===== src/design/ps2_mouse_settings.svh =====
`ifndef PS2_MOUSE_SETTINGS_SVH
`define PS2_MOUSE_SETTINGS_SVH

// host holds the device clock low this long before the start bit.
`define PS2_INHIBIT_CYCLES 200

// mid-frame stall limit, in system cycles.
`define PS2_TIMEOUT_CYCLES 4000

`define MOUSE_ADDR_W 4

`endif

===== src/design/ps2_frame_pkg.sv =====
`default_nettype none

package ps2_frame_pkg;

  typedef enum logic [2:0] {
    TX_IDLE,
    TX_INHIBIT,
    TX_START,
    TX_DATA,
    TX_PARITY,
    TX_STOP,
    TX_ACK
  } tx_state_t;

  typedef enum logic [1:0] {
    RX_IDLE,
    RX_DATA,
    RX_PARITY,
    RX_STOP
  } rx_state_t;

endpackage

`default_nettype wire


===== src/design/ps2_tx.sv =====
`timescale 1ns/10ps
`default_nettype none

`include "ps2_mouse_settings.svh"

module ps2_tx (
  input  wire        MOUSE_CLOCK,
  input  wire        rst_n,
  input  wire        cmd_start,
  input  wire  [7:0] cmd_byte,
  input  wire        clk_fall,
  input  wire        data_s,
  output logic       tx_busy,
  output logic       clk_oe,
  output logic       data_oe,
  output logic       tx_done,
  output logic       tx_ack_err
);

  localparam int INH_W = $clog2(`PS2_INHIBIT_CYCLES);
  localparam int WD_W  = $clog2(`PS2_TIMEOUT_CYCLES + 1);

  ps2_frame_pkg::tx_state_t state;
  logic [INH_W-1:0] inh_cnt;
  logic [WD_W-1:0]  wd_cnt;
  logic [7:0]       shreg;
  logic [2:0]       bit_cnt;
  logic             parity;
  logic             ack_ok;
  logic             timeout;

  assign tx_busy = (state != ps2_frame_pkg::TX_IDLE);
  assign clk_oe  = (state == ps2_frame_pkg::TX_INHIBIT);
  assign timeout = tx_busy && !clk_oe && (wd_cnt == WD_W'(`PS2_TIMEOUT_CYCLES));

  always_comb begin
    case (state)
      ps2_frame_pkg::TX_START:  data_oe = 1'b1;
      ps2_frame_pkg::TX_DATA:   data_oe = ~shreg[0];
      ps2_frame_pkg::TX_PARITY: data_oe = ~parity;
      default:                  data_oe = 1'b0;  // stop and ack leave data released.
    endcase
  end

  always_ff @(posedge MOUSE_CLOCK or negedge rst_n) begin
    if (!rst_n) begin
      state      <= ps2_frame_pkg::TX_IDLE;
      inh_cnt    <= '0;
      wd_cnt     <= '0;
      bit_cnt    <= '0;
      ack_ok     <= 1'b0;
      tx_done    <= 1'b0;
      tx_ack_err <= 1'b0;
    end else begin
      tx_done    <= 1'b0;
      tx_ack_err <= 1'b0;
      if (clk_fall || !tx_busy || clk_oe)
        wd_cnt <= '0;
      else
        wd_cnt <= wd_cnt + 1'b1;
      if (timeout) begin
        state      <= ps2_frame_pkg::TX_IDLE;
        tx_done    <= 1'b1;
        tx_ack_err <= 1'b1;
      end else begin
        case (state)
          ps2_frame_pkg::TX_IDLE: if (cmd_start) begin
            state   <= ps2_frame_pkg::TX_INHIBIT;
            inh_cnt <= INH_W'(`PS2_INHIBIT_CYCLES - 1);
          end
          ps2_frame_pkg::TX_INHIBIT: begin
            inh_cnt <= inh_cnt - 1'b1;
            if (inh_cnt == '0)
              state <= ps2_frame_pkg::TX_START;
          end
          ps2_frame_pkg::TX_START: if (clk_fall) begin
            state   <= ps2_frame_pkg::TX_DATA;
            bit_cnt <= '0;
          end
          ps2_frame_pkg::TX_DATA: if (clk_fall) begin
            bit_cnt <= bit_cnt + 1'b1;
            if (bit_cnt == 3'd7)
              state <= ps2_frame_pkg::TX_PARITY;
          end
          ps2_frame_pkg::TX_PARITY: if (clk_fall)
            state <= ps2_frame_pkg::TX_STOP;
          ps2_frame_pkg::TX_STOP: if (clk_fall) begin
            ack_ok <= ~data_s;  // device pulls data low on the 11th edge.
            state  <= ps2_frame_pkg::TX_ACK;
          end
          default: if (data_s) begin  // wait for the device to let go.
            state      <= ps2_frame_pkg::TX_IDLE;
            tx_done    <= 1'b1;
            tx_ack_err <= ~ack_ok;
          end
        endcase
      end
    end
  end

  always_ff @(posedge MOUSE_CLOCK) begin
    if (cmd_start && !tx_busy) begin
      shreg  <= cmd_byte;
      parity <= ~^cmd_byte;
    end else if (state == ps2_frame_pkg::TX_DATA && clk_fall && bit_cnt != 3'd7) begin
      shreg <= shreg >> 1;
    end
  end

  a_idle_quiet: assert property (@(posedge MOUSE_CLOCK) disable iff (!rst_n)
    (state == ps2_frame_pkg::TX_IDLE) |-> !(clk_oe || data_oe));

  a_done_source: assert property (@(posedge MOUSE_CLOCK) disable iff (!rst_n)
    $rose(tx_done) |-> $past(state == ps2_frame_pkg::TX_ACK || timeout));

endmodule

`default_nettype wire


===== config.mk =====
export PLATFORM = sky130hd
export DESIGN_NAME = ps2_tx
export DESIGN_NICKNAME = d
export VERILOG_FILES = /design/src/design/ps2_frame_pkg.sv /design/src/design/ps2_tx.sv
export VERILOG_INCLUDE_DIRS = /design/src /design/src/design
export SDC_FILE = /design/constraint.sdc
export NUM_CORES = 1
export LEC_CHECK = 0
export ABC_AREA = 0
export BUFFER_PORTS_ARGS = -buffer_cell sky130_fd_sc_hd__clkbuf_2
export CAP_MARGIN = 0
export CORE_MARGIN = 1.5
export CORE_UTILIZATION = 35
export DETAILED_ROUTE_END_ITERATION = 8
export GPL_ROUTABILITY_DRIVEN = 0
export SYNTH_ARGS = -nofsm -noshare
export SYNTH_HDL_FRONTEND = slang
export SYNTH_SLANG_ARGS = --single-unit

===== constraint.sdc =====
create_clock -name MOUSE_CLOCK -period 5.1 [get_ports MOUSE_CLOCK]
set_input_delay 1.02 -clock MOUSE_CLOCK [delete_from_list [all_inputs] [get_ports MOUSE_CLOCK]]
set_output_delay 1.02 -clock MOUSE_CLOCK [all_outputs]
set_load 0.03 [all_outputs]

# --- After elaboration in Yosys (flattened, before gate mapping) ---
# Cells that the tools add are included.
classes:
  mux: 25
  bitwise: 5
  n_eq_ne: 18
  n_reduce_logical: 22
  addsub: 3
op_table:
  columns: ["cell", "count"]
  rows:
  - ["3-bit two-way mux", 11]
  - ["8-bit two-way mux", 3]
  - ["3-bit != test, second input constant", 7]
  - ["3-bit one-hot mux with 6 select lines", 1]
  - ["8-bit one-hot mux with 2 select lines", 1]
  - ["12-bit by 1-bit adder with 12-bit output, second input constant", 1]
  - ["12-bit == test, second input constant", 1]
  - ["12-bit two-way mux", 1]
  - ["3-bit == test, second input constant", 3]
  - ["8-bit logical NOT", 1]
  - ["8-bit AND reduction", 1]
  - ["8-bit nonzero test", 1]
  - ["8-bit XNOR reduction", 1]
  - ["8-bit by 1-bit subtractor with 8-bit output, second input constant", 1]
  - ["3-bit by 2-bit == test with 1-bit output, second input constant", 2]
  - ["1-bit two-way mux", 6]
  - ["2-bit != test, second input constant", 3]
  - ["3-bit one-hot mux with 2 select lines", 1]
  - ["3-bit AND reduction", 2]
  - ["2-bit nonzero test", 3]
  - ["6-bit OR reduction", 1]
  - ["1-bit logical AND", 5]
  - ["1-bit inverter", 5]
  - ["4-bit AND reduction", 1]
  - ["8 further kinds", 10]
totals:
  register_bits: 38
  input_bits: 13

# --- Depth between registers and ports, before layout ---
logic_depth:
  ltp_word: 6
  mapped_depth: 7
  ltp_nobuf: 6

# --- Least setup slack after synthesis ---
# OpenSTA, ideal clock, no wires.
synth_timing:
  kind: "flip-flop to output port"
  start: "reg state[1]"
  end: "out data_oe"
  arrival_ns: 1.735
  stages_incl_launch_ff: 3
  required_time_ns: 4.080
  path_slack_ns: 2.345
  path_buffers: 1
  path_cell_list: "dfrtp_1 -> clkbuf_1 -> o41ai_1"
synth_via:
  elab_chain_len: 2
  elab_cells_between_ends: 4
  cone_classes: "3 x eq/ne; 1 x mux"
synth_lines:
  columns: ["element", "line", "source"]
  rows:
  - ["start: declaration", "ps2_tx.sv:23", "ps2_frame_pkg::tx_state_t state;"]
  - ["start signal: assignment", "ps2_tx.sv:47", "state <= ps2_frame_pkg::TX_IDLE;"]
  - ["start signal: assignment", "ps2_tx.sv:62", "state <= ps2_frame_pkg::TX_IDLE;"]
  - ["start signal: assignment", "ps2_tx.sv:68", "state <= ps2_frame_pkg::TX_INHIBIT;"]
  - ["3-bit == test / 3-bit by 2-bit == test with 1-bit output (equally long branches)", "ps2_tx.sv:37", "case (state)"]
  - ["1-bit one-hot mux with 3 select lines (*)", "ps2_tx.sv:37", null]
  - ["end: declaration", "ps2_tx.sv:15", "output logic data_oe,"]
# Every way passes the cells marked *; elsewhere a longest branch is shown, timed or not.

# --- Worst setup path after layout ---
layout_timing:
  start: "reg state[2]"
  end: "out data_oe"
# The elaborated chain is that of the path after synthesis.

==> implementation parameters <==
Parameter                              Value

Run status
  Run status ... finished clean

Synthesis
  Fraction of the mapped netlist area in compound gates ... 0.118
  Area share of the largest cell type after synthesis ... 0.365
  Portion of the post-synthesis area used by sequential elements ... 0.501
  Simple logic cell fraction of the synthesized area ... 0.209
  Area leader, netlist ... sky130_fd_sc_hd__dfrtp_1
  Number of flops mapped to enable cells by yosys ... 9
  Fraction of synthesized area in multiplexers ... 0.0321
  Adder and majority gate portion of the synthesized area ... 0.0377
  Most common library cells after synthesis ... sky130_fd_sc_hd__nand2_1, sky130_fd_sc_hd__dfrtp_1, sky130_fd_sc_hd__nor2_1
  Post-synth ARST share ... 0.763
  Cell types with the largest area share after synthesis ... sky130_fd_sc_hd__dfrtp_1, sky130_fd_sc_hd__edfxtp_1, sky130_fd_sc_hd__nand2_1
  Most frequent cell after synthesis ... sky130_fd_sc_hd__nand2_1
  Gate count of the mapped netlist ... 198
  Netlist Area Pre-Place ... 0.00199 mm^2
  Register bit total from synthesis ... 38
  Combinational family with the most area after synthesis ... simple AND/OR/NAND/NOR gates
  Count of synthesis-stage warnings from yosys ... 0
  Xor/xnor share of the synthesized area ... 0.0660
  Cell variety after synth ... 41
  Synthesized net count ... 217
  Dominant synthesized flop cell ... sky130_fd_sc_hd__dfrtp_1
  Mapped Avg Cell Area ... 10.0 um^2

Timing
  Clock tree skew after final layout ... 0.0116 ns
  Hold Vio Cnt, Final ... 0
  Achievable Freq ... 368 MHz
  Final count of negative-setup-slack endpoints ... 0
  Final worst path period share ... 0.533
  Worst Tran Pin Value ... 0.865 ns
  Setup TNS ... 0 ns
  Setup repair after global routing missed its margin ... no
  Final period demand of the worst path ... 2.72 ns
  Number of max-slew violations in the final report ... 0
  Slew margin rel. ... 0.422

Placed design
  Cell count after placement ... 280
  IO Port Bufs ... 17
  HPWL reported at the end of detailed placement ... 2590 um

Critical path
  Critical path endpoint category ... output pin
  Capture instance of the worst register-to-register path ... state[2]
  Worst setup slack for register-to-register paths ... 2.79 ns
  Crit path required time ... 4.08 ns
  Data arrival at the endpoint of the critical path ... 1.70 ns
  Worst r2r src ... wd_cnt[0]
  Critical Path Fanout Max ... 13
  Startpoint type of the worst setup path ... flop
  Critical setup path kind ... reg2out
  R2R cell count ... 6

Global routing
  Vias in the first global route ... 1,355
  Wire length of the first global-routing pass ... 6120 um
  GRT overflow ... 0
  Total GRT Usage ... 0.128
  Initial antenna violation count ... 0
  Pin count of the biggest net entering global routing ... 30

Cells and area
  Post-route insts no fill ... 288
  Filler cell count in the final layout ... 565
  Area growth from synthesis to layout ... 11.4%
  Area of the multi-input gates ... 922 um^2
  Register cell area after layout ... 996 um^2
  Final Util ... 0.403
  Final #Nets ... 234
  Fraction of layout instances using a drive strength above 1 ... 0.139
  ANT cells ... 0

Detailed routing
  DRC marker count from the first detailed-route iteration ... 101
  Avg WL per Cell ... 12.5 um
  Post-detailed-routing wire length ... 3600 um
  Post-detailed-route DRC marker count ... 0
  Drt pass-1 iters ... 4
  Number of nets with antenna violations after detailed routing ... 0
  Via total after detailed routing ... 1,431
  Ratio of routed vias to standard cells ... 4.97

Power and ir drop
  Power density over cell area ... 467 mW/mm^2
  Leakage power summed over all cells ... 0.912 nW
  Worst voltage drop across the vdd grid ... 0.148 mV

Clocking
  Library cell used as clock root buffer ... sky130_fd_sc_hd__clkbuf_8
  Longest Clk Path Bufs ... 2
  Hold buffer count at CTS ... 0
  Cells resized by post-CTS repair ... 0
  Buffer count from post-CTS setup fixing ... 0
  Clock slew seen by the registers of the worst setup and hold paths ... 0.08 ns
  Clock latency at the later pin of the worst-skew pair ... 0.28 ns
  CTS tree ... yes
  Clock Sink Count ... 38
  Number of CTS-inserted buffers ... 5
  H-tree levels ... 2

Floorplan
  Effective utilization at floorplan ... 0.361
  Number of top-level pins ... 18
  Height of the chip ... 78.4 um
  Placement Rows ... 27
  Overall die area ... 0.00614 mm^2
  Core ar. ... 0.00551 mm^2
  Die width ... 78.4 um

Hold path
  Min-delay worst type ... reg2reg
  Count of cells along the worst hold path ... 1
  Min-Delay Endpoint ... tx_ack_err
  Hold Startpoint ... ack_ok

Run
  Number of max-cap violations ... 0
## cells by family after synthesis
logic type                 after synthesis
muxes                                    6
adders and majority gates                6
buffers and inverters                   18
DFF                                     38
AOI/OAI and AO/OA                       30
and+or+nand+nor                         85
xor gates and xnor gates                15
## per-stage QoR
step	hold WS (ns)	total power, mW	setup slack, ns	cell area [um^2]
6_report	0.471	1.04	2.38	2220
5_1_grt	0.497	1.12	2.23	2220
3_3_place_gp	0.444	0.842	2.71	2130
3_5_place_dp	0.457	0.850	2.68	2130
4_1_cts	0.474	1.05	2.37	2220
2_1_floorplan	0.423	0.760	2.35	1990
## registers in the layout (all words and copies together) (netlist names)
signal and count:
parity 1, state 3, wd_cnt 12, shreg 8, tx_done 1, bit_cnt 3
inh_cnt 8, tx_ack_err 1, ack_ok 1
## worst max-delay path by stage
| stage | from | endpoint | slack (ns) | depth (start not counted) |
|---|---|---|---|---|
| final | state[2] | data_oe | 2.38 | 3 |
| after global routing | state[2] | data_oe | 2.23 | 3 |
| after CTS | state[2] | data_oe | 2.37 | 3 |
| after detailed placement | cmd_start | shreg[3] | 2.68 | 4 |
| after global placement | cmd_start | shreg[3] | 2.71 | 4 |
| after floorplan | state[1] | data_oe | 2.35 | 2 |
## power by group
| group | internal (mW) | switching (mW) |
|---|---|---|
| registers | 0.403 | 0.0840 |
| clock network | 0.0947 | 0.102 |
| logic | 0.141 | 0.212 |
## routing by layer
layer | vias up | track usage | wire [um]
met1 | 683 | 0.169 | 1740
met5 | - | 0 | 0
met4 | 0 | 0.0589 | 61
met2 | 18 | 0.200 | 1690
li1 | 725 | - | -
met3 | 5 | 0.0291 | 111
## worst max-delay path, cell delays in order (launching register included)
cell and delay, ns:
sky130_fd_sc_hd__dfrtp_1 0.60, sky130_fd_sc_hd__inv_1 0.15, sky130_fd_sc_hd__o41ai_1 0.39, sky130_fd_sc_hd__clkbuf_2 0.27
## layout by cell type, fill, tap and decap left out, drive strengths merged, types with 4 or more instances in the layout
cell / n
a21oi: 5
clkbuf: 23
dfrtp: 29
edfxtp: 9
ha: 6
inv: 11
nand2: 33
nand3: 9
nor2: 16
nor2b: 4
nor3: 5
o21ai: 8
o31ai: 4
xnor2: 12
## final cells by class
class | instances | area share
Sequential cell | 38 | 0.449
Tap cell | 72 | 0.0406
Inverter | 11 | 0.0186
Clock inverter | 2 | 0.00451
Clock buffer | 6 | 0.0327
Timing Repair Buffer | 17 | 0.0384
Multi-Input combinational cell | 142 | 0.416
No activity file was read; power rests on OpenSTA's default activity.
