--- src/design/ps2_mouse_settings.svh ---
`ifndef PS2_MOUSE_SETTINGS_SVH
`define PS2_MOUSE_SETTINGS_SVH

// host holds the device clock low this long before the start bit.
`define PS2_INHIBIT_CYCLES 200

// mid-frame stall limit, in system cycles.
`define PS2_TIMEOUT_CYCLES 4000

`define MOUSE_ADDR_W 4

`endif
--- src/design/ps2_frame_pkg.sv ---
`default_nettype none

package ps2_frame_pkg;

  typedef enum logic [2:0] {
    TX_IDLE,
    TX_INHIBIT,
    TX_START,
    TX_DATA,
    TX_PARITY,
    TX_STOP,
    TX_ACK
  } tx_state_t;

  typedef enum logic [1:0] {
    RX_IDLE,
    RX_DATA,
    RX_PARITY,
    RX_STOP
  } rx_state_t;

endpackage

`default_nettype wire

--- src/design/ps2_rx.sv ---
`timescale 1ns/10ps
`default_nettype none

`include "ps2_mouse_settings.svh"

module ps2_rx (
  input  wire        MOUSE_CLOCK,
  input  wire        rst_n,
  input  wire        clk_fall,
  input  wire        data_s,
  input  wire        tx_busy,
  output logic       rx_valid,
  output logic [7:0] rx_byte,
  output logic       rx_err
);

  localparam int WD_W = $clog2(`PS2_TIMEOUT_CYCLES + 1);

  ps2_frame_pkg::rx_state_t state;
  logic [7:0]      shreg;
  logic [2:0]      bit_cnt;
  logic            par_ok;
  logic [WD_W-1:0] wd_cnt;
  logic            stall;

  assign stall   = (state != ps2_frame_pkg::RX_IDLE) && (wd_cnt == WD_W'(`PS2_TIMEOUT_CYCLES));
  assign rx_byte = shreg;

  always_ff @(posedge MOUSE_CLOCK or negedge rst_n) begin
    if (!rst_n) begin
      state    <= ps2_frame_pkg::RX_IDLE;
      bit_cnt  <= '0;
      par_ok   <= 1'b0;
      wd_cnt   <= '0;
      rx_valid <= 1'b0;
      rx_err   <= 1'b0;
    end else begin
      rx_valid <= 1'b0;
      rx_err   <= 1'b0;
      if (tx_busy) begin  // host owns the lines.
        state  <= ps2_frame_pkg::RX_IDLE;
        wd_cnt <= '0;
      end else if (stall) begin
        state  <= ps2_frame_pkg::RX_IDLE;
        rx_err <= 1'b1;
      end else begin
        if (clk_fall || state == ps2_frame_pkg::RX_IDLE)
          wd_cnt <= '0;
        else
          wd_cnt <= wd_cnt + 1'b1;
        if (clk_fall) begin
          case (state)
            ps2_frame_pkg::RX_IDLE: if (!data_s) begin
              state   <= ps2_frame_pkg::RX_DATA;
              bit_cnt <= '0;
            end
            ps2_frame_pkg::RX_DATA: begin
              bit_cnt <= bit_cnt + 1'b1;
              if (bit_cnt == 3'd7)
                state <= ps2_frame_pkg::RX_PARITY;
            end
            ps2_frame_pkg::RX_PARITY: begin
              par_ok <= ^{shreg, data_s};  // odd parity.
              state  <= ps2_frame_pkg::RX_STOP;
            end
            default: begin
              state <= ps2_frame_pkg::RX_IDLE;
              if (data_s && par_ok)
                rx_valid <= 1'b1;
              else
                rx_err <= 1'b1;
            end
          endcase
        end
      end
    end
  end

  // lsb arrives first.
  always_ff @(posedge MOUSE_CLOCK) begin
    if (clk_fall && !tx_busy && state == ps2_frame_pkg::RX_DATA)
      shreg <= {data_s, shreg[7:1]};
  end

  a_valid_xor_err: assert property (@(posedge MOUSE_CLOCK) disable iff (!rst_n)
    !(rx_valid && rx_err));

endmodule

`default_nettype wire

--- config.mk ---
export PLATFORM = sky130hd
export DESIGN_NAME = ps2_rx
export DESIGN_NICKNAME = d
export VERILOG_FILES = /design/src/design/ps2_frame_pkg.sv /design/src/design/ps2_rx.sv
export VERILOG_INCLUDE_DIRS = /design/src /design/src/design
export SDC_FILE = /design/constraint.sdc
export NUM_CORES = 1
export LEC_CHECK = 0
export ABC_AREA = 1
export BUFFER_PORTS_ARGS = -buffer_cell sky130_fd_sc_hd__buf_2
export CAP_MARGIN = 20
export CORE_MARGIN = 1.5
export CORE_UTILIZATION = 48
export CTS_CLUSTER_SIZE = 8
export DETAILED_ROUTE_END_ITERATION = 8
export PLACE_DENSITY = 0.68
export SYNTH_ARGS = -nofsm -noshare
export SYNTH_HDL_FRONTEND = slang
export SYNTH_SLANG_ARGS = --single-unit
--- constraint.sdc ---
create_clock -name MOUSE_CLOCK -period 1.6 [get_ports MOUSE_CLOCK]
set_input_delay 0.24 -clock MOUSE_CLOCK [delete_from_list [all_inputs] [get_ports MOUSE_CLOCK]]
set_output_delay 0.24 -clock MOUSE_CLOCK [all_outputs]
set_load 0.02 [all_outputs]
**Word-level counts from Yosys, hierarchy flattened**

Index checks and enable logic that the tools add are counted.

- Output and inout bits: 10
- Register bits after elaboration: 28
- Logic and storage cells: 55
- Bits of input ports: 5

- Reduce and logical (&&, ||, !) cells: 15
- $add $sub $neg: 2
- Muxes and demuxes: 21
- Bitwise operators: 2
- Eq/ne operators: 8

Operator list:

| cell | count |
|---|---|
| two-way mux 12 bit | 3 |
| adder 12 x 1 -> 12 bit (second input constant) | 1 |
| equality test 12 bit (second input constant) | 1 |
| two-way mux 1 bit | 10 |
| two-way mux 2 bit | 5 |
| parity 9 bit | 1 |
| inequality test 4 bit (second input constant) | 2 |
| case mux 2 bit (3 select lines) | 1 |
| case mux 3 bit (2 select lines) | 1 |
| AND reduction 5 bit | 1 |
| logical AND 1 bit | 4 |
| inequality test 2 bit (second input constant) | 2 |
| AND reduction 4 bit | 1 |
| nonzero test 2 bit | 2 |
| adder 3 x 1 -> 3 bit (second input constant) | 1 |
| equality test 3 bit (second input constant) | 1 |
| two-way mux 3 bit | 1 |
| AND reduction 3 bit | 1 |
| nonzero test 3 bit | 1 |
| OR reduction 3 bit | 1 |
| equality test 2 x 1 -> 1 bit (second input constant) | 1 |
| equality test 2 bit (second input constant) | 1 |
| logical NOT 2 bit | 1 |
| inverter 1 bit | 2 |
| 2 further kinds | 2 |

**Longest topological paths before layout**

Gate-level depths: netlist of run 1.

- Word-level depth: 6
- Gate-level depth with buffers: 11
- Mapped depth without buffers: 11

**Least setup slack after synthesis of run 1**

OpenSTA, ideal clock, no wires.

- Path kind: reg2reg
- Start: reg state[1]
- End: reg shreg[0], in the netlist rx_byte[0] (enable)
- Stages on the path, launching flop included: 5
- Library setup time: 370 ps
- Path slack: 124 ps
- Required time: 1230 ps
- Period minus slack after synthesis: 1476 ps
- Buffers on the path: 0
- Arrival: 1106 ps
- Cell sequence: dfrtp_1 inv_1 ha_1 inv_1 nor2_1

- Longest elaborated chain between the ends: 2

RTL lines:

| element | RTL line | text |
|---|---|---|
| start, declared | ps2_rx.sv:19 | `ps2_frame_pkg::rx_state_t state;` |
| start signal, assigned | ps2_rx.sv:31 | `state <= ps2_frame_pkg::RX_IDLE;` |
| start signal, assigned | ps2_rx.sv:41 | `state <= ps2_frame_pkg::RX_IDLE;` |
| start signal, assigned | ps2_rx.sv:44 | `state <= ps2_frame_pkg::RX_IDLE;` |
| equality test 2 x 1 -> 1 bit | ps2_rx.sv:81 | `if (clk_fall && !tx_busy && state == ps2_frame_pkg::RX_DATA)` |
| logical AND 1 bit | ps2_rx.sv:81 |  |
| end signal, assigned | ps2_rx.sv:82 | `shreg <= {data_s, shreg[7:1]};` |
| end, declared | ps2_rx.sv:20 | `logic [7:0] shreg;` |

No other way between the ends.
A chain may end at the register's enable or synchronous reset.

**Worst setup path after layout of run 1**

- Start: reg bit_cnt[0]
- End: reg state[1]

- Longest elaborated chain between the ends: 3

RTL lines:

| element | RTL line | text |
|---|---|---|
| start, declared | ps2_rx.sv:21 | `logic [2:0] bit_cnt;` |
| start signal, assigned | ps2_rx.sv:58 | `bit_cnt <= bit_cnt + 1'b1;` |
| equality test 3 bit | ps2_rx.sv:59 | `if (bit_cnt == 3'd7)` |
| inequality test 4 bit (no line) | -- |  |
| AND reduction 3 bit (no line) | -- |  |
| end signal, assigned | ps2_rx.sv:60 | `state <= ps2_frame_pkg::RX_PARITY;` |
| end signal, assigned | ps2_rx.sv:64 | `state <= ps2_frame_pkg::RX_STOP;` |
| end signal, assigned | ps2_rx.sv:67 | `state <= ps2_frame_pkg::RX_IDLE;` |

No other way between the ends.

==> results of run 1 <==
layout make-up:
type	instances	area [sq um]	area share (%)
multi-input combinational	125	781	41.9
sequential	28	741	39.8
timing repair buffer	21	125	6.72
inverter	27	109	5.84
tap	44	55.1	2.95
clock inverter	1	30.0	1.61
clock buffer	3	22.5	1.21
how the worst max path moves through the flow:
stage | endpoint | slack, ps | depth (start not counted)
2_1_floorplan | rx_byte[0] | 120 | 4
5_1_grt | wd_cnt[1] | -5 | 10
4_1_cts | bit_cnt[0] | 3 | 11
3_3_place_gp | wd_cnt[8] | 70 | 10
6_report | state[1] | 60 | 6
3_5_place_dp | wd_cnt[1] | -60 | 10
cell families (layout without fill, tap and decap cells):
family | after synthesis | count (layout) | share of synthesized area, %
adder cells (fa/ha/maj) | 8 | 8 | 6.37
buffers and inverters | 27 | 52 | 6.77
flip-flops | 28 | 28 | 47.2
AO/OA/AOI/OAI | 14 | 14 | 4.86
AND/OR/NAND/NOR | 96 | 97 | 31.5
XOR/XNOR | 6 | 6 | 3.35
worst max-delay path, stage by stage (launching register included):
cell     delay [ps]
dfrtp_1         420
ha_1            200
ha_1            180
or2_1           260
a21oi_2         140
nand2_1         110
o22ai_1         170
power by group:
part | total, mW | internal [mW] | switching (mW)
sequential | 0.792 | 0.768 | 0.0240
clock | 0.468 | 0.254 | 0.214
combinational | 0.258 | 0.105 | 0.153
cell usage in the layout (no fill, tap or decap), types with 2 or more instances in the layout:
cell       n
nand2_2    4
nand2_1   51
dfrtp_1   20
ha_1       6
clkbuf_4   3
nand3b_1   2
buf_4      6
nand3_1   10
inv_4      3
nor2_1    12
o21ai_0    4
edfxtp_1   8
o21ai_1    4
xor2_1     6
buf_2     14
nand4_1    2
ha_4       2
nand3_4    2
nor2_4     6
inv_1     21
inv_2      3
what timing repair did:
item | CTS | global route
buffers inserted | 2 | 2
resized for setup | 1 | 12
hold endpoints to repair | 20 | 0
pin swaps | 1 | 1
cloned | 1 | 0
hold buffers | 1 | 0
setup endpoints to repair | 13 | 18
routing by layer:
metal / part of all wire, % / global-route usage, %
met1: 45 / 20.7
met2: 52 / 33.9
met3: 2.0 / 2.16
met4: 1.2 / 6.98
met5: 0 / 0
registers in the layout, summed over array words and instances, names as in the netlist:
signal    flops
bit_cnt       3
par_ok        1
rx_byte       8
rx_err        1
rx_valid      1
state         2
wd_cnt       12
stage by stage:
step	area, sq um	total power [mW]	hold WS (ps)	util, %
floorplan	1570	0.937	-55.6	-
global placement	1710	0.985	212	55.6
detailed placement	1710	0.997	215	55.6
CTS	1800	1.48	150	58.6
global route	1860	1.59	142	60.5
finish	1860	1.52	154	60.5
==> flow_summary.json, run 1 <==
{
  "outcome": "completed",
  "setup_ws_ps": 61.9,
  "worstHoldStart": "data_s",
  "reg2reg_from": "bit_cnt[0]",
  "grt_pass1_vias": 1159,
  "finalCritPeriodShare_pct": 96.1,
  "avgViaCountPerCell": 4.87,
  "cts_max_level": 1,
  "synth_edf_count": 8,
  "hold_violations": 0,
  "diodes": 0,
  "rows": 20,
  "avgRoutedWirePerCell_um": 12.3,
  "maxSlewViolCount": 0,
  "tns_ps": 0,
  "port_buffers": 14,
  "grt_overflow": 0,
  "synth_cell_type_count": 28,
  "coreArea_sq_um": 3080,
  "ys_ff_latch": 28,
  "yosysTopAreaCell": "dfrtp_1",
  "ios": 15,
  "final_layout_size_suffix_gt1_share_pct": 25.4,
  "timing.fmax_mhz": 650,
  "ys.flop_type": "dfrtp_1",
  "clock-sinks": 28,
  "path_class": "reg -> reg",
  "drt-pass1-iter-count": 4,
  "initial_utilization_pct": 51.0,
  "async_flop_share_pct": 71.4,
  "synth.most_common_cell": "nand2_1",
  "synth_top_area_share_pct": 31.9,
  "num-fill-cells": 264,
  "vdd_ir_drop_max_mv": 0.472,
  "die_h_um": 60.2,
  "min_path_cells": 1,
  "wl_mm": 3.06,
  "dpl.cell_count": 239,
  "cts_root_buffer": "clkbuf_4",
  "track_usage_pct": 18.1,
  "antenna_found_initial": 0,
  "rrSetupSlack_ps": 60,
  "tightest_slew_ps": 430,
  "worstHoldEndpoint": "rx_byte[7]",
  "grt_max_degree": 21,
  "synth_fp_nets": 192,
  "cts_buffer_depth": 2,
  "post-route-min-period_ps": 1540,
  "numCtsBuffers": 3,
  "stdcell_count": 249,
  "ys_seq_area_share_pct": 47.2,
  "path_clk_slew_ps": 150,
  "cp-startpoint": "bit_cnt[0]",
  "postSynthAreaPerCell_sq_um": 8.77,
  "synthToLayoutAreaGrowth_pct": 18.6,
  "cp.required_ps": 1870,
  "worst_ep_arrival_time_ps": 1810,
  "hp-class": "in -> reg",
  "nets": 219,
  "start_kind": "flip-flop",
  "syn_inst": 179,
  "cts_tree": "done",
  "skew_ps": 9.30,
  "maxSlewHeadroom_pct": 71.3,
  "drc": 0,
  "drt_iter0_drc": 34,
  "vias": 1212,
  "grt_pass1_wl_mm": 4.86,
  "preCtsSetupSlack_ps": -61.7,
  "p_per_area_nw_per_um2": 815,
  "r2r.worst_path.cells": 6,
  "synth_area_leaders": "dfrtp_1 (32%), edfxtp_1 (15%), nand2_1 (12%)",
  "dpl.hpwl_mm": 2.13,
  "ys_warn_count": 0,
  "die_area_sq_um": 3620,
  "synthesis.area_sq_um": 1570,
  "setup_violations": 0,
  "clkLatencyLatePin_ps": 340,
  "path_max_fanout": 2,
  "cellLeakagePower_nw": 0.884,
  "synth_common_cells": "nand2_1 (52), inv_1 (24), dfrtp_1 (20)",
  "regToRegEndpoint": "state[1]",
  "place_congestion": 0.845,
  "end_kind": "flip-flop",
  "ant_nets": 0,
  "cap_violations": 0,
  "fp.dieW_um": 60.2
}
Note: power is estimated with default switching activity, not from simulation.
==> inputs of run 2 (changes only) <==
CORE_UTILIZATION = 50   (was 48)
PLACE_DENSITY = 0.7   (was 0.68)
==> run 2 against run 1 <==
  * Register-to-register slack hardly changed
  * Die area decreased by 3.8%
  * Combinational power is 11% lower
  * Clock power fell by 38%
  * Largest power group unchanged
  * Highest routed layer unchanged
==> flow_summary.json, run 2 (synthesized netlist as in run 1, its figures left out) <==
{
  "cts_tree": "done",
  "p_per_area_nw_per_um2": 729,
  "die_h_um": 59.0,
  "largest_reg_flops": 12,
  "postLayoutCellArea_sq_um": 1800,
  "hold_violations": 0,
  "avgRoutedWirePerCell_um": 12.1,
  "start_kind": "flip-flop",
  "finalCritPeriodShare_pct": 95.5,
  "place_congestion": 0.814,
  "grt_overflow": 0,
  "power.total_mw": 1.31,
  "setup_violations": 0,
  "antenna_found_initial": 0,
  "hold_ws_ps": 170,
  "nets": 218,
  "cp-startpoint": "state[1]",
  "grt_pass1_wl_mm": 4.92,
  "stdcell_count": 248,
  "timing.fmax_mhz": 654,
  "cts_max_level": 1,
  "path_class": "reg -> reg",
  "outcome": "completed",
  "end_kind": "flip-flop",
  "reg2reg_from": "state[1]",
  "maxSlewViolCount": 0,
  "initial_utilization_pct": 51.9,
  "clock-sinks": 28,
  "coreArea_sq_um": 3030,
  "drt_iter0_drc": 45,
  "synthToLayoutAreaGrowth_pct": 14.6,
  "diodes": 0,
  "vias": 1249,
  "cts_root_buffer": "clkbuf_4",
  "dpl.hpwl_mm": 2.18,
  "drc": 0,
  "clkLatencyLatePin_ps": 330,
  "vdd_ir_drop_max_mv": 0.423,
  "cts_buffer_depth": 2,
  "maxSlewHeadroom_pct": 69.9,
  "cap_violations": 0,
  "port_buffers": 14,
  "numCtsBuffers": 3,
  "dpl.cell_count": 239,
  "path_clk_slew_ps": 140,
  "avgViaCountPerCell": 5.04,
  "worstHoldStart": "data_s",
  "post-route-min-period_ps": 1530,
  "wl_mm": 2.99,
  "final_common_cell": "nand2_1",
  "fp.dieW_um": 59.0,
  "tightest_slew_ps": 451,
  "path_max_fanout": 7,
  "grt_max_degree": 21,
  "track_usage_pct": 18.4,
  "final_layout_size_suffix_gt1_share_pct": 22.5,
  "die_area_sq_um": 3490,
  "grt_pass1_vias": 1230,
  "worst_ep_arrival_time_ps": 1760,
  "hp-class": "in -> reg",
  "cellLeakagePower_nw": 0.864,
  "regMostFlops": "wd_cnt",
  "cp.required_ps": 1840,
  "post_dp_cell_area_sq_um": 1710,
  "drt-pass1-iter-count": 6,
  "skew_ps": 3.88,
  "layout_common_cells": "nand2_1 (52), inv_1 (22), dfrtp_1 (20), buf_2 (14), nor2_1 (12)",
  "tns_ps": 0,
  "rows": 20,
  "ant_nets": 0,
  "ios": 15
}
-- run 2: path summary, 6_finish.rpt --
kind / endpoint / slack (ps) / cells past startpoint
max in group asynchronous: wd_cnt[1] / 920 / 2
min in group asynchronous: wd_cnt[6] / 370 / 2
worst max register to register: bit_cnt[2] / 70 / 11
worst max-delay path: bit_cnt[2] / 70 / 11
worst min register to register: bit_cnt[2] / 510 / 2
worst min-delay path: rx_byte[7] / 170 / 1
-- run 2: area by class of cell --
class	count	area (sq um)
repair buffers	20	118
flip-flops and latches	28	741
inverters	27	106
multi-input cells	125	753
fillers	266	1230
clock buffers	3	22.5
well taps	44	55.1
clock inverters	1	3.75
-- run 2: layer usage --
layer,share of wire (%),up-vias,GRT usage (%)
met4,2.5,0,8.77
li1,-,621,-
met5,0,-,0
met1,44,587,21.9
met2,50,32,32.9
met3,3.1,9,1.97
-- run 2: report_power, final --
group          internal, mW  total (mW)  switching (mW)
combinational        0.0907       0.230           0.140
clock                0.0917       0.289           0.198
sequential            0.768       0.793          0.0249
-- run 2: timing repair --
action | 4_1_cts | 5_1_grt
cloned | 0 | 1
hold endpoints to repair | 20 | 0
resized for setup | 1 | 5
hold buffers | 1 | 0
pin swaps | 0 | 1
setup buffers | 2 | 1
setup endpoints to repair | 8 | 16
-- run 2: per-stage QoR --
| step | utilization [%] | setup WS [ps] |
|---|---|---|
| 2_1_floorplan | - | 124 |
| 3_3_place_gp | 56.5 | 79.1 |
| 3_5_place_dp | 56.5 | -40.7 |
| 4_1_cts | 58.3 | 29.8 |
| 5_1_grt | 59.4 | -6.44 |
| 6_report | 59.4 | 71.6 |
-- run 2: worst max-delay path: stages, from the launching register on --
cell     delay (ps)
dfrtp_1         420
inv_2           100
ha_4            160
inv_1            60
nand2_1         110
nor2_4           70
nand3_4         110
nand2_2          80
nor2_4          180
nand2_4          60
nand2_1          60
nand2_1          40
