File: src/design/ps2_mouse_settings.svh
`ifndef PS2_MOUSE_SETTINGS_SVH
`define PS2_MOUSE_SETTINGS_SVH

// host holds the device clock low this long before the start bit.
`define PS2_INHIBIT_CYCLES 200

// mid-frame stall limit, in system cycles.
`define PS2_TIMEOUT_CYCLES 4000

`define MOUSE_ADDR_W 4

`endif
File: src/design/mouse_reg_pkg.sv
`default_nettype none

`include "ps2_mouse_settings.svh"

package mouse_reg_pkg;

  localparam logic [`MOUSE_ADDR_W-1:0] REG_STATUS   = 'h0;
  localparam logic [`MOUSE_ADDR_W-1:0] REG_PACKET   = 'h4;
  localparam logic [`MOUSE_ADDR_W-1:0] REG_MOTION   = 'h8;
  localparam logic [`MOUSE_ADDR_W-1:0] REG_CMD_RESP = 'hC;

  // status bit positions.
  localparam int PKT_VALID  = 0;
  localparam int RESP_VALID = 1;
  localparam int TX_BUSY    = 2;
  localparam int TX_ERR     = 3;
  localparam int RX_ERR     = 4;
  localparam int BTN_LSB    = 5;
  localparam int BTN_MSB    = 7;
  localparam int X_OVF      = 8;
  localparam int Y_OVF      = 9;

  typedef struct packed {
    logic [7:0] byte0;
    logic [7:0] byte1;
    logic [7:0] byte2;
  } mouse_raw_t;

  // byte0 bit order as sent by the device.
  typedef struct packed {
    logic       y_ovf;
    logic       x_ovf;
    logic       y_sign;
    logic       x_sign;
    logic       always_one;
    logic       middle;
    logic       right;
    logic       left;
    logic [7:0] x;
    logic [7:0] y;
  } mouse_motion_t;

  typedef union packed {
    mouse_raw_t    raw;
    mouse_motion_t mot;
  } mouse_packet_u;

endpackage

`default_nettype wire

File: src/design/mouse_axi_regs.sv
`timescale 1ns/10ps
`default_nettype none

`include "ps2_mouse_settings.svh"

module mouse_axi_regs (
  input  wire                              MOUSE_CLOCK,
  input  wire                              rst_n,
  input  wire  [`MOUSE_ADDR_W-1:0]         awaddr,
  input  wire                              awvalid,
  output logic                             awready,
  input  wire  [31:0]                      wdata,
  input  wire  [3:0]                       wstrb,
  input  wire                              wvalid,
  output logic                             wready,
  output logic [1:0]                       bresp,
  output logic                             bvalid,
  input  wire                              bready,
  input  wire  [`MOUSE_ADDR_W-1:0]         araddr,
  input  wire                              arvalid,
  output logic                             arready,
  output logic [31:0]                      rdata,
  output logic [1:0]                       rresp,
  output logic                             rvalid,
  input  wire                              rready,
  input  wire                              tx_busy,
  input  wire                              tx_done,
  input  wire                              tx_ack_err,
  input  wire                              rx_err,
  input  wire                              resp_valid,
  input  wire  [7:0]                       resp_byte,
  input  wire                              pkt_valid,
  input  wire  mouse_reg_pkg::mouse_packet_u pkt,
  output logic                             cmd_start,
  output logic [7:0]                       cmd_byte
);

  localparam logic [1:0] RESP_OKAY   = 2'b00;
  localparam logic [1:0] RESP_SLVERR = 2'b10;

  mouse_reg_pkg::mouse_packet_u pkt_q;
  logic [7:0]  resp_q;
  logic        pkt_flag;
  logic        resp_flag;
  logic        tx_err_flag;
  logic        rx_err_flag;
  logic        wr_en;
  logic        rd_en;
  logic        cmd_busy;
  logic        wr_mapped;
  logic        rd_mapped;
  logic        wr_status;
  logic        wr_cmd;
  logic        rd_pkt;
  logic        rd_resp;
  logic [31:0] status_w;
  logic [31:0] motion_w;

  assign wr_en    = awvalid && wvalid && !bvalid;
  assign rd_en    = arvalid && !rvalid;
  assign awready  = wr_en;
  assign wready   = wr_en;
  assign arready  = rd_en;
  assign cmd_busy = tx_busy || cmd_start;  // tx sees the start one cycle late.

  assign wr_mapped = awaddr inside {mouse_reg_pkg::REG_STATUS, mouse_reg_pkg::REG_PACKET,
                                    mouse_reg_pkg::REG_MOTION, mouse_reg_pkg::REG_CMD_RESP};
  assign rd_mapped = araddr inside {mouse_reg_pkg::REG_STATUS, mouse_reg_pkg::REG_PACKET,
                                    mouse_reg_pkg::REG_MOTION, mouse_reg_pkg::REG_CMD_RESP};

  assign wr_status = wr_en && wstrb[0] && (awaddr == mouse_reg_pkg::REG_STATUS);
  assign wr_cmd    = wr_en && wstrb[0] && !cmd_busy && (awaddr == mouse_reg_pkg::REG_CMD_RESP);
  assign rd_pkt    = rd_en && (araddr == mouse_reg_pkg::REG_PACKET ||
                               araddr == mouse_reg_pkg::REG_MOTION);
  assign rd_resp   = rd_en && (araddr == mouse_reg_pkg::REG_CMD_RESP);

  always_comb begin
    status_w = '0;
    status_w[mouse_reg_pkg::PKT_VALID]  = pkt_flag;
    status_w[mouse_reg_pkg::RESP_VALID] = resp_flag;
    status_w[mouse_reg_pkg::TX_BUSY]    = cmd_busy;
    status_w[mouse_reg_pkg::TX_ERR]     = tx_err_flag;
    status_w[mouse_reg_pkg::RX_ERR]     = rx_err_flag;
    status_w[mouse_reg_pkg::BTN_MSB:mouse_reg_pkg::BTN_LSB] =
      {pkt_q.mot.middle, pkt_q.mot.right, pkt_q.mot.left};
    status_w[mouse_reg_pkg::X_OVF] = pkt_q.mot.x_ovf;
    status_w[mouse_reg_pkg::Y_OVF] = pkt_q.mot.y_ovf;
  end

  // 9-bit two's complement deltas, sign-extended.
  assign motion_w = {{8{pkt_q.mot.y_sign}}, pkt_q.mot.y, {8{pkt_q.mot.x_sign}}, pkt_q.mot.x};

  always_ff @(posedge MOUSE_CLOCK or negedge rst_n) begin
    if (!rst_n) begin
      bvalid      <= 1'b0;
      bresp       <= RESP_OKAY;
      rvalid      <= 1'b0;
      rresp       <= RESP_OKAY;
      rdata       <= '0;
      cmd_start   <= 1'b0;
      pkt_flag    <= 1'b0;
      resp_flag   <= 1'b0;
      tx_err_flag <= 1'b0;
      rx_err_flag <= 1'b0;
      pkt_q       <= '0;
      resp_q      <= '0;
    end else begin
      cmd_start <= wr_cmd;
      if (wr_en) begin
        bvalid <= 1'b1;
        if (!wr_mapped || (awaddr == mouse_reg_pkg::REG_CMD_RESP && cmd_busy))
          bresp <= RESP_SLVERR;
        else
          bresp <= RESP_OKAY;
      end else if (bready) begin
        bvalid <= 1'b0;
      end
      if (rd_en) begin
        rvalid <= 1'b1;
        rresp  <= rd_mapped ? RESP_OKAY : RESP_SLVERR;
        case (araddr)
          mouse_reg_pkg::REG_STATUS:   rdata <= status_w;
          mouse_reg_pkg::REG_PACKET:   rdata <= {8'h00, pkt_q.raw};
          mouse_reg_pkg::REG_MOTION:   rdata <= motion_w;
          mouse_reg_pkg::REG_CMD_RESP: rdata <= {24'h0, resp_q};
          default:                     rdata <= '0;
        endcase
      end else if (rready) begin
        rvalid <= 1'b0;
      end
      // new events win over a clear in the same cycle.
      if (pkt_valid) begin
        pkt_flag <= 1'b1;
        pkt_q    <= pkt;
      end else if (rd_pkt) begin
        pkt_flag <= 1'b0;
      end
      if (resp_valid) begin
        resp_flag <= 1'b1;
        resp_q    <= resp_byte;
      end else if (rd_resp) begin
        resp_flag <= 1'b0;
      end
      if (tx_done && tx_ack_err)
        tx_err_flag <= 1'b1;
      else if (wr_status && wdata[mouse_reg_pkg::TX_ERR])
        tx_err_flag <= 1'b0;
      if (rx_err)
        rx_err_flag <= 1'b1;
      else if (wr_status && wdata[mouse_reg_pkg::RX_ERR])
        rx_err_flag <= 1'b0;
    end
  end

  always_ff @(posedge MOUSE_CLOCK) begin
    if (wr_cmd)
      cmd_byte <= wdata[7:0];
  end

  a_b_hold: assert property (@(posedge MOUSE_CLOCK) disable iff (!rst_n)
    bvalid && !bready |=> bvalid && $stable(bresp));

  a_r_hold: assert property (@(posedge MOUSE_CLOCK) disable iff (!rst_n)
    rvalid && !rready |=> rvalid && $stable(rdata) && $stable(rresp));

endmodule

`default_nettype wire

File: config.mk
export PLATFORM = sky130hd
export DESIGN_NAME = mouse_axi_regs
export DESIGN_NICKNAME = d
export VERILOG_FILES = /design/src/design/mouse_reg_pkg.sv /design/src/design/mouse_axi_regs.sv
export VERILOG_INCLUDE_DIRS = /design/src /design/src/design
export SDC_FILE = /design/constraint.sdc
export NUM_CORES = 1
export LEC_CHECK = 0
export BUFFER_PORTS_ARGS = -buffer_cell sky130_fd_sc_hd__clkbuf_2
export CORE_ASPECT_RATIO = 0.8
export CORE_MARGIN = 8
export CORE_UTILIZATION = 30
export CTS_CLUSTER_SIZE = 28
export DETAILED_ROUTE_END_ITERATION = 12
export PLACE_DENSITY = 0.63
export SLEW_MARGIN = 20
export SYNTH_ARGS = -nofsm -noshare
export SYNTH_HDL_FRONTEND = slang
export SYNTH_SLANG_ARGS = --single-unit
File: constraint.sdc
create_clock -name MOUSE_CLOCK -period 3.65 [get_ports MOUSE_CLOCK]
set_input_delay 0.1825 -clock MOUSE_CLOCK [delete_from_list [all_inputs] [get_ports MOUSE_CLOCK]]
set_output_delay 0.1825 -clock MOUSE_CLOCK [all_outputs]
set_load 0.05 [all_outputs]
======== Word level (Yosys, flattened, before mapping) ========
Cells that the tools add are included.
cells by class
  equal/unequal tests ..................... 6
  mux-type cells .......................... 15
  reductions and logical operators ........ 30
operators by type and width
  operator                                        count
  case mux 32 bit (4 select lines)                1
  == test 4 bit (second input constant)           4
  logical AND 1 bit                               13
  two-way mux 1 bit                               12
  nonzero test 2 bit                              6
  == test 4 x 3 -> 1 bit (second input constant)  2
  logical NOT 4 bit                               2
  nonzero test 4 bit                              2
  logical NOT 1 bit                               4
  two-way mux 2 bit                               2
  logical OR 1 bit                                3
storage, ports and cells
  flip-flop bits (word level) ............. 83
  input port bits ......................... 89
  output and inout port bits .............. 50
  logic and storage cells ................. 64

======== Logic depth before layout (Yosys ltp) ========
Gate-level depths: netlist of the first run.
  depth in word-level cells ............... 7
  mapped depth ............................ 6
  mapped depth without buffers ............ 4

======== Worst setup path before layout of the first run ========
OpenSTA, ideal clock, no wires.
  path type ............................... register -> register
  from .................................... register cmd_start
  to ...................................... register cmd_byte[0] (enable)
  arrival ................................. 1.894 ns
  required time ........................... 3.253 ns
  path slack .............................. 1.359 ns
  cell stages (with the launch flop) ...... 3
  period minus slack after synthesis ...... 2.291 ns
  path through ............................ dfrtp_1 -> or2_2 -> nor4_1
on the way
  cells in the longest elaborated chain, start to end .. 4
RTL lines
  what                             RTL line               text
  from (decl)                      mouse_axi_regs.sv:34   output logic cmd_start,
  from (signal assigned)           mouse_axi_regs.sv:108  cmd_start <= wr_cmd;
  logical OR 1 bit                 mouse_axi_regs.sv:64   assign cmd_busy = tx_busy || cmd_start;
  logical NOT 1 bit                mouse_axi_regs.sv:72   assign wr_cmd = wr_en && wstrb[0] && !cmd_busy && (awaddr == mouse_reg_pkg::REG_CMD_RESP);
  logical AND 1 bit (2 in series)  mouse_axi_regs.sv:72
  via wr_cmd                       mouse_axi_regs.sv:53   logic wr_cmd;
  to (signal assigned)             mouse_axi_regs.sv:157  cmd_byte <= wdata[7:0];
  to (decl)                        mouse_axi_regs.sv:35   output logic [7:0] cmd_byte
The timed path passes the listed nets, and every way through them passes these cells.
A chain may end at the register's enable or synchronous reset.

======== Final worst setup path of the first run ========
  from .................................... register rvalid
  to ...................................... register rdata[23]
on the way
  cells in the longest elaborated chain, start to end .. 2
RTL lines
  what                    RTL line               text
  from (decl)             mouse_axi_regs.sv:24   output logic rvalid,
  from (signal assigned)  mouse_axi_regs.sv:97   rvalid <= 1'b0;
  from (signal assigned)  mouse_axi_regs.sv:119  rvalid <= 1'b1;
  from (signal assigned)  mouse_axi_regs.sv:129  rvalid <= 1'b0;
  logical NOT 1 bit       mouse_axi_regs.sv:60   assign rd_en = arvalid && !rvalid;
  logical AND 1 bit       mouse_axi_regs.sv:60
  to (signal assigned)    mouse_axi_regs.sv:122  mouse_reg_pkg::REG_STATUS: rdata <= status_w;
  to (signal assigned)    mouse_axi_regs.sv:123  mouse_reg_pkg::REG_PACKET: rdata <= {8'h00, pkt_q.raw};
  to (signal assigned)    mouse_axi_regs.sv:124  mouse_reg_pkg::REG_MOTION: rdata <= motion_w;
  to (decl)               mouse_axi_regs.sv:22   output logic [31:0] rdata,
Every way passes these cells.

==> flow_metrics.tcl, run 1 <==
set metrics [dict create \
    outcome "finished, final reports clean" \
    die-area_um2 14100 \
    synth_common_cells "dfrtp_1, mux2_2, o21ai_0" \
    pwr-share-comb_pct 16.3 \
    first_pass_iters 4 \
    grtUsageTotal_pct 13.0 \
    min_period_ns 1.69 \
    period_share_pct 46.3 \
    synth_cell_types 33 \
    area_growth_pct 30.3 \
    clk_latency_ns 0.33 \
    clkSinkCount 74 \
    crit_fanout 28 \
    synth_fa_ha_area_share_pct 0 \
    end_kind "register" \
    seqPwrFrac_pct 42.1 \
    vias 2248 \
    multi_input_area_um2 1110 \
    initial_core_util_pct 30.8 \
    drc_errors 0 \
    relSlewSlack_pct 47.4 \
    cts_tree "yes" \
    synth_top_area_share_pct 52.4 \
    p_per_area_nw_per_um2 549 \
    wl_mm 8.68 \
    nets 421 \
    slew_violations 0 \
    yosysTopAreaCell "dfrtp_1" \
    clk_pin_slew_ns 0.06 \
    io_pins 139 \
    postCtsSetupBuffers 0 \
    drtIter0Drc 135 \
    clk_path_buf_depth 2 \
    hold_viol_final 0 \
    fillCellCount 1015 \
    diodes 0 \
    drive_above_1_share_pct 52.2 \
    holdCritStartpoint "wdata[5]" \
    routedWlPerCell_um 18.2 \
    die_h_um 108 \
    hold_path.class "primary input to register" \
    p_sw_uw 631 \
    die_x_um 131 \
    synth_xor_area_share_pct 0 \
    critPathKind "register to register" \
    p_leak_uw 0.00188 \
    via_per_inst 4.71 \
    startpoint_type "register" \
    synthFlopType "dfrtp_1" \
    fin_skew_ns 0.00390 \
    synth_top_family_by_area "multiplexers" \
    crit_required_ns 3.89 \
    synth_area_leaders "dfrtp_1, mux2_2, edfxtp_1, mux4_2, a22oi_1" \
    portBuffers 109 \
    hpwl_mm 6.56 \
    grt_pass1_vias 2406 \
    worstReg2RegStart "rvalid" \
    cts-root-buf "clkbuf_16" \
    yosysMostFrequentCell "dfrtp_1" \
    synth_cells 231 \
    crit_start "rvalid" \
    p_sw_share_pct 28.0 \
    synthSimpleGateAreaFrac_pct 6.08 \
    yosys_warnings 0 \
    worst_pin_slew_ns 0.787 \
    intPower_uw 1620 \
    num_rows 33 \
    rsz0062_at_grt "no" \
    finalSetupTns_ns 0 \
    coreArea_um2 10200 \
    synth_enable_flop_cells 8 \
    fmax_ghz 0.592 \
    async_flop_share_pct 89.2 \
    syn_avg_cell_area_um2 13.6 \
    place_inst 460 \
    seqCellArea_um2 1890 \
    ys_ff_latch 74 \
    vdd_drop_max_mv 0.201 \
    cts_max_level 3 \
    place_congestion 0.733 \
    synthMuxAreaShare_pct 17.9 \
    grt-ovfl-total 0 \
    drv_cap 0 \
    antenna_found_initial 1 \
    whs_ns 0.0280 \
    syn-cell-area_um2 3150 \
    grt_max_degree 45 \
    synth_compound_area_share_pct 10.9 \
    numCtsBuffers 9 \
    ys_seq_area_share_pct 60.1 \
    cp_data_arrival_time_ns 1.93 \
    stdcell_count 477 \
    ant_nets 0 \
    pwr-share-clk_pct 41.6 \
    grt_pass1_wl_mm 13.7 \
    finalSetupViolCount 0 \
]
logic make-up after synthesis:
family / Yosys count
flip-flops: 74
AO/OA/AOI/OAI: 50
multiplexers: 42
AND/OR/NAND/NOR: 35
buffers and inverters: 29
other: 1
cell type report:
type	instances	share of cell area [%]
Tap cell	140	4.27
Timing Repair Buffer	114	14.3
Sequential cell	74	46.1
Clock inverter	7	2.29
Clock buffer	9	5.49
Inverter	4	0.366
Multi-Input combinational cell	129	27.2
worst paths after layout:
| check | end | slack (ns) | depth (start not counted) |
|---|---|---|---|
| min in group asynchronous | pkt_q[5] | 0.40 | 2 |
| hold reg to reg | rdata[11] | 0.47 | 2 |
| setup reg to reg | rdata[23] | 1.96 | 4 |
| hold / removal | cmd_byte[5] | 0.03 | 1 |
| max in group asynchronous | resp_q[3] | 2.52 | 3 |
| setup / recovery | rdata[23] | 1.96 | 4 |
cell usage in the layout, fill, tap and decap left out, drive strengths merged, types with 2 or more instances in the layout:
| cell type | instances |
|---|---|
| a21o | 2 |
| a22o | 8 |
| a22oi | 16 |
| buf | 5 |
| bufinv | 2 |
| clkbuf | 117 |
| clkinv | 3 |
| clkinvlp | 2 |
| conb | 2 |
| dfrtp | 66 |
| edfxtp | 8 |
| inv | 4 |
| mux2 | 34 |
| mux4 | 8 |
| nand2 | 18 |
| nand2b | 2 |
| nor2 | 2 |
| nor2b | 3 |
| nor4b | 2 |
| o21ai | 20 |
power groups by stage:
| stage | sequential [µW] | clock, µW | combinational, µW |
|---|---|---|---|
| 4_1_cts | 949 | 952 | 369 |
| 6_report | 949 | 937 | 366 |
| 5_1_grt | 959 | 997 | 394 |
| 2_1_floorplan | 1050 | 0 | 157 |
| 3_3_place_gp | 962 | 0 | 359 |
| 3_5_place_dp | 964 | 0 | 367 |
per-stage QoR:
stage	cell area [µm²]	setup WS, ns	power, µW	util [%]
floorplan	3150	1.36	1200	-
global placement	3770	1.72	1320	36.8
detailed placement	3770	1.66	1330	36.8
CTS	4090	1.96	2270	39.9
global route	4100	1.83	2350	40.1
finish	4100	1.96	2250	40.1
metal layers:
metal  track usage (%)  vias to the layer above  share of wire [%]
met3              6.29                       11                9.9
li1                  -                     1039                  -
met4              3.52                        2                1.1
met1              17.1                     1117                 46
met5                 0                        -               0.15
met2              18.4                       79                 43
flip-flops by register name (all words and copies together) (netlist names):
signal,cells
bresp,1
bvalid,1
cmd_byte,8
cmd_start,1
pkt_flag,1
pkt_q,24
rdata,25
resp_flag,1
resp_q,8
rresp,1
rvalid,1
rx_err_flag,1
tx_err_flag,1
critical path, cell delays in order (launching register included):
cell and delay (ns):
dfrtp_1 0.41, nand2b_1 0.15, buf_4 0.23, or3_1 0.55, o21ai_0 0.26
repair_timing:
item,4_1_cts,5_1_grt
setup endpoints to repair,0,0
gates resized for setup,0,0
hold buffers,0,1
hold endpoints to repair,0,43
(Power assumes the default switching activity.)
==> run 2: changes to the inputs <==
Clock period 3.65 ns to 1.7 ns, I/O delays scaled along.
==> flow_metrics.tcl, run 2 (same netlist as run 1, synthesis figures left out) <==
set metrics [dict create \
    outcome "finished, final reports clean" \
    worstReg2RegStart "bvalid" \
    holdCritStartpoint "resp_byte[5]" \
    first_pass_iters 4 \
    cts_tree "yes" \
    die_h_um 108 \
    vdd_drop_max_mv 0.542 \
    pwr-share-comb_pct 18.8 \
    cp_top_family "buffers and inverters" \
    cp.buffers_inverters 3 \
    numCtsBuffers 9 \
    worst_pin_slew_ns 0.672 \
    pwr-share-clk_pct 37.6 \
    crit_chain "nand2b_1, buf_4, inv_1, clkbuf_2" \
    clkSinkCount 74 \
    routedWlPerCell_um 17.0 \
    die_x_um 131 \
    antenna_found_initial 1 \
    io_pins 139 \
    die-area_um2 14100 \
    slew_violations 0 \
    hold_viol_final 0 \
    grt_pass1_wl_mm 14.4 \
    seqPwrFrac_pct 43.5 \
    p_sw_uw 1340 \
    place_congestion 0.767 \
    drv_cap 0 \
    drc_errors 0 \
    multi_input_area_um2 1130 \
    crit_required_ns 1.62 \
    hold_path.class "primary input to register" \
    via_per_inst 4.62 \
    ant_nets 0 \
    cts_max_level 3 \
    top_register "rdata" \
    period_share_pct 94.3 \
    initial_core_util_pct 30.8 \
    whs_ns 0.0150 \
    largest_register_ffs 25 \
    fin_skew_ns 0.00497 \
    crit_fanout 27 \
    num_rows 33 \
    hpwl_mm 6.68 \
    hold_depth 2 \
    intPower_uw 3340 \
    reg2regPathDepth 4 \
    grt_pass1_vias 2661 \
    postCtsSetupBuffers 0 \
    cp_data_arrival_time_ns 1.52 \
    fillCellCount 1006 \
    clk_path_buf_depth 2 \
    critPathKind "register to primary output" \
    coreArea_um2 10200 \
    grtUsageTotal_pct 13.3 \
    seqCellArea_um2 1890 \
    area_growth_pct 45.3 \
    end_kind "primary output" \
    critPathMaxStageDelay_ns 0.42 \
    fmax_ghz 0.623 \
    wl_mm 8.94 \
    drive_above_1_share_pct 47.3 \
    rsz0062_at_grt "no" \
    min_period_ns 1.60 \
    reg2reg_to "cmd_byte[5]" \
    r2r_slack_ns 0.16 \
    nets 469 \
    finalSetupViolCount 0 \
    mostFrequentLayoutCells "clkbuf_2, dfrtp_1, dlygate4sd3_1, mux2_2, o21ai_0" \
    relSlewSlack_pct 55.2 \
    finalSetupTns_ns 0 \
    cts-root-buf "clkbuf_16" \
    hold-path-endpoint "resp_q[5]" \
    layout_commonest_cell "clkbuf_2" \
    clk_pin_slew_ns 0.05 \
    clk_latency_ns 0.32 \
    portBuffers 109 \
    p_sw_share_pct 28.6 \
    crit_path_top_delay_cell "dfrtp_2" \
    grt-ovfl-total 0 \
    p_leak_uw 0.00208 \
    grt_max_degree 67 \
    startpoint_type "register" \
    vias 2431 \
    largestRegisters "rdata: 25 flops, pkt_q: 24 flops" \
    drtIter0Drc 165 \
    p_per_area_nw_per_um2 1020 \
]
run 2: area by class of cell:
class                           instances  area share (%)
Sequential cell                        74            41.4
Multi-Input combinational cell        129            24.6
Timing Repair Buffer                  162            23.6
Clock buffer                           12            5.61
Tap cell                              140            3.83
Clock inverter                          4           0.574
Inverter                                4           0.328
Antenna cell                            1          0.0547
run 2: what timing repair did:
item	CTS	global route
hold buffers	44	0
gates resized for setup	0	0
hold endpoints to repair	108	0
run 2: metrics by stage:
stage	std cells	worst slack (ns)	util [%]	area [µm²]	power (µW)
after global placement	465	0.185	37.6	3850	2860
after global routing	526	0.00896	44.7	4580	4900
after floorplan	232	-0.0363	-	3170	2590
final	526	0.0961	44.7	4580	4680
after CTS	525	0.0760	44.7	4570	4760
after detailed placement	465	0.155	37.6	3850	2880
run 2: worst max-delay path by stage:
stage | cells after the start | endpoint | slack, ns | startpoint
after global placement | 3 | tx_err_flag | 0.19 | bvalid
final | 4 | arready | 0.1 | rvalid
after CTS | 4 | arready | 0.08 | rvalid
after detailed placement | 4 | cmd_byte[0] | 0.16 | bvalid
after global routing | 4 | arready | 0.009 | rvalid
after floorplan | 3 | tx_err_flag | -0.04 | bvalid
run 2: metal layers:
metal / track usage [%] / vias up / part of all wire [%]
li1: - / 1137 / -
met1: 17.6 / 1211 / 46
met2: 19.7 / 76 / 45
met3: 5.10 / 7 / 8.8
met4: 3.43 / 0 / 0.64
met5: 0 / - / 0
run 2: power by group through the flow:
| stage | Combinational [µW] | Sequential, µW | Clock, µW |
|---|---|---|---|
| floorplan | 340 | 2250 | 0 |
| global placement | 794 | 2060 | 0 |
| detailed placement | 810 | 2070 | 0 |
| CTS | 894 | 2040 | 1820 |
| global route | 945 | 2060 | 1890 |
| finish | 882 | 2040 | 1760 |
